File: config.mk
export PLATFORM = sky130hd
export DESIGN_NAME = uart_rx_top
export DESIGN_NICKNAME = d
export VERILOG_FILES = /design/src/uart_rx_pkg.sv /design/src/rx_ctrl_if.sv /design/src/rx_line_sync.sv /design/src/rx_baud_gen.sv /design/src/rx_state.sv /design/src/rx_deserializer.sv /design/src/rx_credit_fifo.sv /design/src/uart_rx_top.sv
export SDC_FILE = /design/constraint.sdc
export NUM_CORES = 1
export LEC_CHECK = 0
export BUFFER_PORTS_ARGS = -buffer_cell sky130_fd_sc_hd__buf_2
export CORE_ASPECT_RATIO = 0.7
export CORE_MARGIN = 2
export CORE_UTILIZATION = 40
export CTS_CLUSTER_DIAMETER = 40
export DETAILED_ROUTE_END_ITERATION = 6
export PLACE_DENSITY = 0.64
export SLEW_MARGIN = 25
export SYNTH_ARGS = -nofsm -noshare
export SYNTH_HDL_FRONTEND = slang
export SYNTH_SLANG_ARGS = --single-unit
File: constraint.sdc
create_clock -name clk -period 3.3 [get_ports clk]
set_input_delay 0.66 -clock clk [delete_from_list [all_inputs] [get_ports clk]]
set_output_delay 0.66 -clock clk [all_outputs]
set_load 0.02 [all_outputs]
File: src/uart_rx_pkg.sv
package uart_rx_pkg;

    localparam int RX_DATA_WIDTH  = 8;  // data bits per frame
    localparam int RX_STATE_WIDTH = 4;  // enough for idle through stop

    // frame states, one per bit period
    typedef enum logic [RX_STATE_WIDTH-1:0] {
        RX_IDLE       = 4'b0000,
        RX_START_BIT  = 4'b0001,
        RX_DATA_BIT_0 = 4'b0010,  // lsb first on the line
        RX_DATA_BIT_1 = 4'b0011,
        RX_DATA_BIT_2 = 4'b0100,
        RX_DATA_BIT_3 = 4'b0101,
        RX_DATA_BIT_4 = 4'b0110,
        RX_DATA_BIT_5 = 4'b0111,
        RX_DATA_BIT_6 = 4'b1000,
        RX_DATA_BIT_7 = 4'b1001,  // last data bit
        RX_PARITY_BIT = 4'b1010,  // skipped when parity is off
        RX_STOP_BIT   = 4'b1011
    } rx_state_t;

    typedef logic [RX_DATA_WIDTH-1:0] rx_byte_t;

    // one fifo entry
    typedef struct packed {
        logic     parity_err;  // sampled parity bit disagreed
        rx_byte_t data;
    } rx_word_t;

endpackage

File: src/rx_ctrl_if.sv
`timescale 1ns/1ps

interface rx_ctrl_if import uart_rx_pkg::*; ();

    logic      strobe;             // one pulse per bit, near mid-bit
    rx_state_t state;              // current frame state
    logic      data_is_available;  // registered, in a data state
    logic      data_is_valid;      // one pulse after last payload bit
    logic      is_parity_stage;    // decoded from state

    // baud generator needs idle to realign on a start edge
    modport baud (
        input  state,
        output strobe
    );

    modport fsm (
        input  strobe,
        output state, data_is_available, data_is_valid, is_parity_stage
    );

    modport deser (
        input  strobe, state, data_is_available, data_is_valid, is_parity_stage
    );

endinterface

File: src/rx_line_sync.sv
`timescale 1ns/1ps

module rx_line_sync (
    input  logic clk,
    input  logic reset,
    input  logic rx,              // async serial line
    output logic rx_bit,          // synchronized line
    output logic start_detected   // one pulse per falling edge
);

    logic sync_1_q;  // may go metastable
    logic sync_2_q;  // settled copy
    logic line_q;    // previous settled value

    assign rx_bit = sync_2_q;

    always_ff @(posedge clk) begin
        if (reset) begin
            sync_1_q       <= 1'b1;  // line idles high
            sync_2_q       <= 1'b1;
            line_q         <= 1'b1;
            start_detected <= 1'b0;
        end else begin
            sync_1_q       <= rx;
            sync_2_q       <= sync_1_q;
            line_q         <= sync_2_q;
            start_detected <= line_q & ~sync_2_q;  // high then low
        end
    end

    // every falling edge is flagged, data bits included
    // the fsm and the baud generator only act on it while idle

endmodule

File: src/rx_baud_gen.sv
`timescale 1ns/1ps

module rx_baud_gen import uart_rx_pkg::*; #(
    parameter int CLKS_PER_BIT = 16
) (
    input  logic    clk,
    input  logic    reset,
    input  logic    start_detected,
    rx_ctrl_if.baud ctrl
);

    localparam int CNT_W = $clog2(CLKS_PER_BIT);

    // full period between strobes
    localparam logic [CNT_W-1:0] FULL_RELOAD = CNT_W'(CLKS_PER_BIT - 1);
    // first strobe lands half a period after the start pulse
    localparam logic [CNT_W-1:0] HALF_RELOAD = CNT_W'(CLKS_PER_BIT / 2 - 2);

    logic [CNT_W-1:0] count_q;
    logic             strobe_q;

    assign ctrl.strobe = strobe_q;

    always_ff @(posedge clk) begin
        if (reset) begin
            count_q  <= FULL_RELOAD;
            strobe_q <= 1'b0;
        end else if (start_detected && (ctrl.state == RX_IDLE)) begin
            count_q  <= HALF_RELOAD;  // realign to the start edge
            strobe_q <= 1'b0;
        end else if (count_q == '0) begin
            count_q  <= FULL_RELOAD;
            strobe_q <= (ctrl.state != RX_IDLE);  // quiet between frames
        end else begin
            count_q  <= count_q - 1'b1;
            strobe_q <= 1'b0;
        end
    end

endmodule

File: src/rx_state.sv
`timescale 1ns/1ps

module rx_state import uart_rx_pkg::*; #(
    parameter bit PARITY_ENABLED = 1'b1
) (
    input  logic   clk,
    input  logic   reset,
    input  logic   start_detected,
    rx_ctrl_if.fsm ctrl
);

    // state whose strobe completes the payload
    localparam rx_state_t LAST_PAYLOAD = PARITY_ENABLED ? RX_PARITY_BIT : RX_DATA_BIT_7;

    rx_state_t state_q;
    logic      data_available_q;
    logic      data_valid_q;

    assign ctrl.state             = state_q;
    assign ctrl.data_is_available = data_available_q;
    assign ctrl.data_is_valid     = data_valid_q;
    assign ctrl.is_parity_stage   = (state_q == RX_PARITY_BIT);  // plain decode

    always_ff @(posedge clk) begin
        if (reset) begin
            data_valid_q     <= 1'b0;
            data_available_q <= 1'b0;
        end else begin
            // single pulse so the consumer sees each byte once
            data_valid_q     <= ctrl.strobe && (state_q == LAST_PAYLOAD);
            data_available_q <= (state_q >= RX_DATA_BIT_0) && (state_q <= RX_DATA_BIT_7);
        end
    end

    always_ff @(posedge clk) begin
        if (reset) begin
            state_q <= RX_IDLE;
        end else if (ctrl.strobe) begin
            case (state_q)
                RX_IDLE: begin
                    if (start_detected) begin
                        state_q <= RX_START_BIT;
                    end
                end
                RX_START_BIT:  state_q <= RX_DATA_BIT_0;  // start bit not re-checked
                RX_DATA_BIT_0,
                RX_DATA_BIT_1,
                RX_DATA_BIT_2,
                RX_DATA_BIT_3,
                RX_DATA_BIT_4,
                RX_DATA_BIT_5,
                RX_DATA_BIT_6: state_q <= rx_state_t'(state_q + 1'b1);  // next data bit
                RX_DATA_BIT_7: state_q <= PARITY_ENABLED ? RX_PARITY_BIT : RX_STOP_BIT;
                RX_PARITY_BIT: state_q <= RX_STOP_BIT;
                RX_STOP_BIT:   state_q <= RX_IDLE;  // stop level not checked
                default:       state_q <= RX_IDLE;
            endcase
        end else if ((state_q == RX_IDLE) && start_detected) begin
            state_q <= RX_START_BIT;  // start edge taken on any cycle
        end
    end

endmodule

File: src/rx_deserializer.sv
`timescale 1ns/1ps

module rx_deserializer import uart_rx_pkg::*; #(
    parameter bit PARITY_ENABLED = 1'b1,
    parameter bit PARITY_ODD     = 1'b0
) (
    input  logic     clk,
    input  logic     reset,
    input  logic     rx_bit,
    rx_ctrl_if.deser ctrl,
    output rx_word_t word,
    output logic     push
);

    rx_byte_t shift_q;       // assembled byte
    logic     parity_acc_q;  // expected parity bit so far
    logic     parity_err_q;
    logic     sample_data;
    logic     sample_parity;

    assign sample_data   = ctrl.strobe && ctrl.data_is_available;
    assign sample_parity = ctrl.strobe && ctrl.is_parity_stage;

    // lsb arrives first, so shift in from the top
    always_ff @(posedge clk) begin
        if (sample_data) begin
            shift_q <= {rx_bit, shift_q[RX_DATA_WIDTH-1:1]};
        end
    end

    always_ff @(posedge clk) begin
        if (reset) begin
            parity_acc_q <= 1'b0;
            parity_err_q <= 1'b0;
        end else begin
            if (ctrl.state == RX_START_BIT) begin
                parity_acc_q <= PARITY_ODD;  // odd parity starts inverted
            end else if (sample_data) begin
                parity_acc_q <= parity_acc_q ^ rx_bit;
            end
            if (sample_parity) begin
                parity_err_q <= rx_bit ^ parity_acc_q;  // mismatch
            end
        end
    end

    assign word.data       = shift_q;
    assign word.parity_err = PARITY_ENABLED & parity_err_q;  // 0 without parity
    assign push            = ctrl.data_is_valid;  // byte and flag settled by now

endmodule

File: src/rx_credit_fifo.sv
`timescale 1ns/1ps

module rx_credit_fifo import uart_rx_pkg::*; #(
    parameter int FIFO_DEPTH = 4,
    parameter int CREDITS    = 2
) (
    input  logic     clk,
    input  logic     reset,
    input  rx_word_t word,
    input  logic     push,
    input  logic     credit_return,  // one pulse per freed slot downstream
    output rx_word_t out_word,
    output logic     out_valid,
    output logic     overrun         // sticky until reset
);

    localparam int PTR_W = $clog2(FIFO_DEPTH);
    localparam int CNT_W = $clog2(FIFO_DEPTH + 1);
    localparam int CRD_W = $clog2(CREDITS + 1);

    localparam logic [PTR_W-1:0] LAST_PTR    = PTR_W'(FIFO_DEPTH - 1);
    localparam logic [CNT_W-1:0] FULL_COUNT  = CNT_W'(FIFO_DEPTH);
    localparam logic [CRD_W-1:0] MAX_CREDITS = CRD_W'(CREDITS);

    rx_word_t         mem [FIFO_DEPTH];
    logic [PTR_W-1:0] wr_ptr_q;
    logic [PTR_W-1:0] rd_ptr_q;
    logic [CNT_W-1:0] fill_q;
    logic [CRD_W-1:0] credit_q;
    logic             pop;
    logic             accept;

    assign pop    = (fill_q != '0) && (credit_q != '0);  // data and a credit
    assign accept = push && ((fill_q != FULL_COUNT) || pop);  // full slot may free now

    always_ff @(posedge clk) begin
        if (accept) begin
            mem[wr_ptr_q] <= word;
        end
        if (pop) begin
            out_word <= mem[rd_ptr_q];  // qualified by out_valid
        end
    end

    always_ff @(posedge clk) begin
        if (reset) begin
            wr_ptr_q  <= '0;
            rd_ptr_q  <= '0;
            fill_q    <= '0;
            credit_q  <= MAX_CREDITS;  // consumer starts with all slots free
            out_valid <= 1'b0;
            overrun   <= 1'b0;
        end else begin
            out_valid <= pop;
            if (accept) begin
                wr_ptr_q <= (wr_ptr_q == LAST_PTR) ? '0 : wr_ptr_q + 1'b1;
            end
            if (pop) begin
                rd_ptr_q <= (rd_ptr_q == LAST_PTR) ? '0 : rd_ptr_q + 1'b1;
            end
            if (accept && !pop) begin
                fill_q <= fill_q + 1'b1;
            end else if (pop && !accept) begin
                fill_q <= fill_q - 1'b1;
            end
            // spend and return together cancel out
            if (pop && !credit_return) begin
                credit_q <= credit_q - 1'b1;
            end else if (credit_return && !pop && (credit_q != MAX_CREDITS)) begin
                credit_q <= credit_q + 1'b1;
            end
            if (push && !accept) begin
                overrun <= 1'b1;  // word dropped
            end
        end
    end

endmodule

File: src/uart_rx_top.sv
`timescale 1ns/1ps

module uart_rx_top import uart_rx_pkg::*; #(
    parameter int CLKS_PER_BIT   = 16,
    parameter bit PARITY_ENABLED = 1'b1,
    parameter bit PARITY_ODD     = 1'b0,
    parameter int FIFO_DEPTH     = 4,
    parameter int CREDITS        = 2
) (
    input  logic     clk,
    input  logic     reset,
    input  logic     rx,
    input  logic     credit_return,
    output rx_byte_t out_byte,
    output logic     out_parity_err,
    output logic     out_valid,
    output logic     overrun
);

    logic     rx_bit;
    logic     start_detected;
    rx_word_t word;       // deserializer to fifo
    logic     push;
    rx_word_t out_word;   // fifo output entry

    rx_ctrl_if ctrl ();   // strobe and stage flags

    rx_line_sync u_line_sync (
        .clk            (clk),
        .reset          (reset),
        .rx             (rx),
        .rx_bit         (rx_bit),
        .start_detected (start_detected)
    );

    rx_baud_gen #(.CLKS_PER_BIT(CLKS_PER_BIT)) u_baud_gen (
        .clk            (clk),
        .reset          (reset),
        .start_detected (start_detected),
        .ctrl           (ctrl.baud)
    );

    rx_state #(.PARITY_ENABLED(PARITY_ENABLED)) u_state (
        .clk            (clk),
        .reset          (reset),
        .start_detected (start_detected),
        .ctrl           (ctrl.fsm)
    );

    rx_deserializer #(
        .PARITY_ENABLED (PARITY_ENABLED),
        .PARITY_ODD     (PARITY_ODD)
    ) u_deserializer (
        .clk    (clk),
        .reset  (reset),
        .rx_bit (rx_bit),
        .ctrl   (ctrl.deser),
        .word   (word),
        .push   (push)
    );

    rx_credit_fifo #(
        .FIFO_DEPTH (FIFO_DEPTH),
        .CREDITS    (CREDITS)
    ) u_fifo (
        .clk           (clk),
        .reset         (reset),
        .word          (word),
        .push          (push),
        .credit_return (credit_return),
        .out_word      (out_word),
        .out_valid     (out_valid),
        .overrun       (overrun)
    );

    assign out_byte       = out_word.data;
    assign out_parity_err = out_word.parity_err;

endmodule

==> metrics <==
wire per inst 15.4 µm; status finished clean; adder-cell area share of the yosys netlist 4.75%; Worst Hold Launch u_line_sync.sync_1_q; initial drt markers 57; root buf cell clkbuf_16; XOR/XNOR Fraction of Synth Area 1.32%; worst skew pair latency 330 ps; Tmin final 2420 ps; Hold Slack 407 ps; Routed WL 5360 µm; first-pass GRT wire length 8940 µm; routability-driven placement congestion ratio 0.769; fmax 413 MHz; Least-Margin Pin Slew 715 ps; GR Util All Layers 13.0%; Slew Viols, Final 0; initial antenna violation count 0; Avg Cell Area, Syn 14.7 µm²; delay-heaviest family, CP adder cells; largest family of logic cells by synthesized area simple AND/OR/NAND/NOR gates; CP Cell Sequence nor2_1 > a31oi_2 > ha_1 > inv_1 > fa_1 > xor2_1 > or3_1 > a21oi_1; Hold Path Stages 1; Pwr Density 744 mW/mm²; Starting Density 41.7%; H-tree depth 3; Cell Area, Placed 0.00348 mm²; register area share after synthesis 64.8%; Hold Fails Final Rpt 0; CTS tree built; post-synth top area share 47.9%; Ports 15; die width 113 µm; ANT cells 0; synthesized area 0.00332 mm²; Num CTS Buffers 9; Pre-antenna DRT Iters 5; complex-gate fraction of the synthesized area 6.93%; largest area contributor in the netlist edfxtp_1; fraction of layout instances using a drive strength above 1 20.2%; vias per inst 5.08; Die Y 80.2 µm; Post-DRT Antenna Nets 0; worst min-delay path category reg -> reg; FF-to-FF path depth 8; row count 27; largest net degree at the start of global routing 27; Final HPWL DP 3530 µm; Final Cell Area 0.00380 mm²; post-CTS setup buffer count 0; power consumption 2830 µW; Critical R2R Capture u_fifo.fill_q[2]; Max FO, Critical Path 7; clock slew at reported path FFs 60 ps; Max VDD drop 309 µV; clock sinks 81; commonest non-fill, non-tap cell in the layout edfxtp_1; Post-CTS Hold Fix Bufs 0; clock buffer depth 2; nets@finish 259; Synth area leaders edfxtp_1 48%, dfxtp_1 17%, mux4_2 6.1%, ha_1 4.1%, nor2_1 1.7%; vias in the first global route 1,766; CP peak stage delay 480 ps; Final Cycle Share 73.4%; utilization after layout 47.6%; R2R Setup Slk 880 ps; core region area 0.00797 mm²; Yosys reg bits 81; crit path DAT 2680 ps; port buffer count 14; max cap viols 0; Post-synth ARST share 0%; Worst Skew 5.60 ps; RSZ-0062 raised after global routing no; CP max-delay cell dfxtp_1; Critical Path RT 3550 ps; cells after synthesis 226; synth warn 0; Synth Area in Simple Gates 11.5%; DRC 0; Fin Setup TNS 0 ps; Resized Gates After CTS 0; multiplexer area fraction after synthesis 8.10%; Area Overhead vs Synth 14.4%; syn nets 242; slew margin rel. 52.2%; CP Buf/Inv Count 1; remaining global-route overflow 0; EDFF count, synth 53; hold endpoint u_line_sync.rx_bit; Die Footprint 0.00906 mm²; worst r2r src u_fifo.fill_q[0]; most frequent cells in the layout 53 x edfxtp_1, 28 x dfxtp_1, 15 x nor2_1; setup violators final 0; P_leak 0.00140 µW; CP Capture Type flip-flop; top_reg_cell synth edfxtp_1; Yosys cell types 51; Setup CP Type reg -> reg; CP Launch Type flip-flop; Vias 1,774
[worst reg2reg max path: cells and delay by family, from the launching register on]
| family | cells | cell delay [ps] |
|---|---|---|
| fa+ha+maj | 2 | 670 |
| compound gates | 2 | 520 |
| flops | 1 | 480 |
| simple gates | 2 | 440 |
| xor+xnor | 1 | 180 |
| buf+inv | 1 | 70 |
[logic make-up after synthesis]
kind of cell             count (synthesis)
AO/OA/AOI/OAI                           28
XOR/XNOR                                 5
adder cells (fa/ha/maj)                 12
buffers and inverters                   22
flip-flops                              81
multiplexers                            15
AND/OR/NAND/NOR                         63
[cell usage after synthesis, types with 3 or more instances]
master and number:
xor2_1 4, nor2_1 15, nor2b_1 4, ha_1 11, nand3_1 3, and2_1 5
nor3_1 3, or2_2 4, inv_1 14, or4b_1 3, mux4_2 9, dfxtp_1 28
nand2_1 8, clkbuf_1 4, a21oi_1 5, mux2i_1 4, or3b_1 3, buf_2 4
edfxtp_1 53
[area by class of cell]
cell class              count  area [µm²]
inverters                  14        52.6
multi-input cells         123        1080
fillers                   679        4170
well taps                 101         126
clock buffers              10         239
repair buffers             14        70.1
clock inverters             6        76.3
flip-flops and latches     81        2150
[power breakdown]
part / total (µW) / internal [µW] / switching (µW) / leakage [µW]
combinational: 488 / 228 / 259 / 0.000533
sequential: 1330 / 1210 / 121 / 0.000711
clock: 1010 / 617 / 394 / 0.000155
[registers in the layout, indices dropped and copies added, names as in the netlist]
name / cells
u_state.ctrl.data_is_valid: 1
u_line_sync.sync_1_q: 1
u_state.ctrl.data_is_available: 1
u_deserializer.parity_err_q: 1
u_line_sync.rx_bit: 1
u_fifo.out_word: 9
u_fifo.mem: 36
u_fifo.rd_ptr_q: 2
u_deserializer.shift_q: 8
u_fifo.fill_q: 3
u_fifo.out_valid: 1
u_deserializer.parity_acc_q: 1
u_line_sync.line_q: 1
u_fifo.credit_q: 2
u_baud_gen.count_q: 4
u_state.ctrl.state: 4
u_fifo.wr_ptr_q: 2
u_baud_gen.ctrl.strobe: 1
u_line_sync.start_detected: 1
u_fifo.overrun: 1
[per-layer routing]
metal	share of wire (%)	track usage (%)	wire [µm]
met4	0.93	5.12	50
met3	3.5	3.40	186
met2	45	19.6	2430
met1	50	18.1	2700
met5	0	0	0
[worst max path at each step]
stage | start | endpoint | depth (start not counted)
2_1_floorplan | u_fifo.fill_q[0] | u_fifo.fill_q[2] | 8
3_3_place_gp | u_fifo.fill_q[0] | u_fifo.fill_q[2] | 8
3_5_place_dp | u_fifo.fill_q[0] | u_fifo.fill_q[2] | 8
4_1_cts | u_fifo.fill_q[0] | u_fifo.fill_q[2] | 8
5_1_grt | u_fifo.fill_q[0] | u_fifo.fill_q[2] | 8
6_report | u_fifo.fill_q[0] | u_fifo.fill_q[2] | 8
[through the flow]
| stage | std cells | worst slack (ps) |
|---|---|---|
| after detailed placement | 333 | 874 |
| after floorplan | 226 | 1050 |
| after CTS | 349 | 853 |
| after global routing | 349 | 638 |
| after global placement | 333 | 928 |
| final | 349 | 878 |
Power figures use the tool's default switching activity.
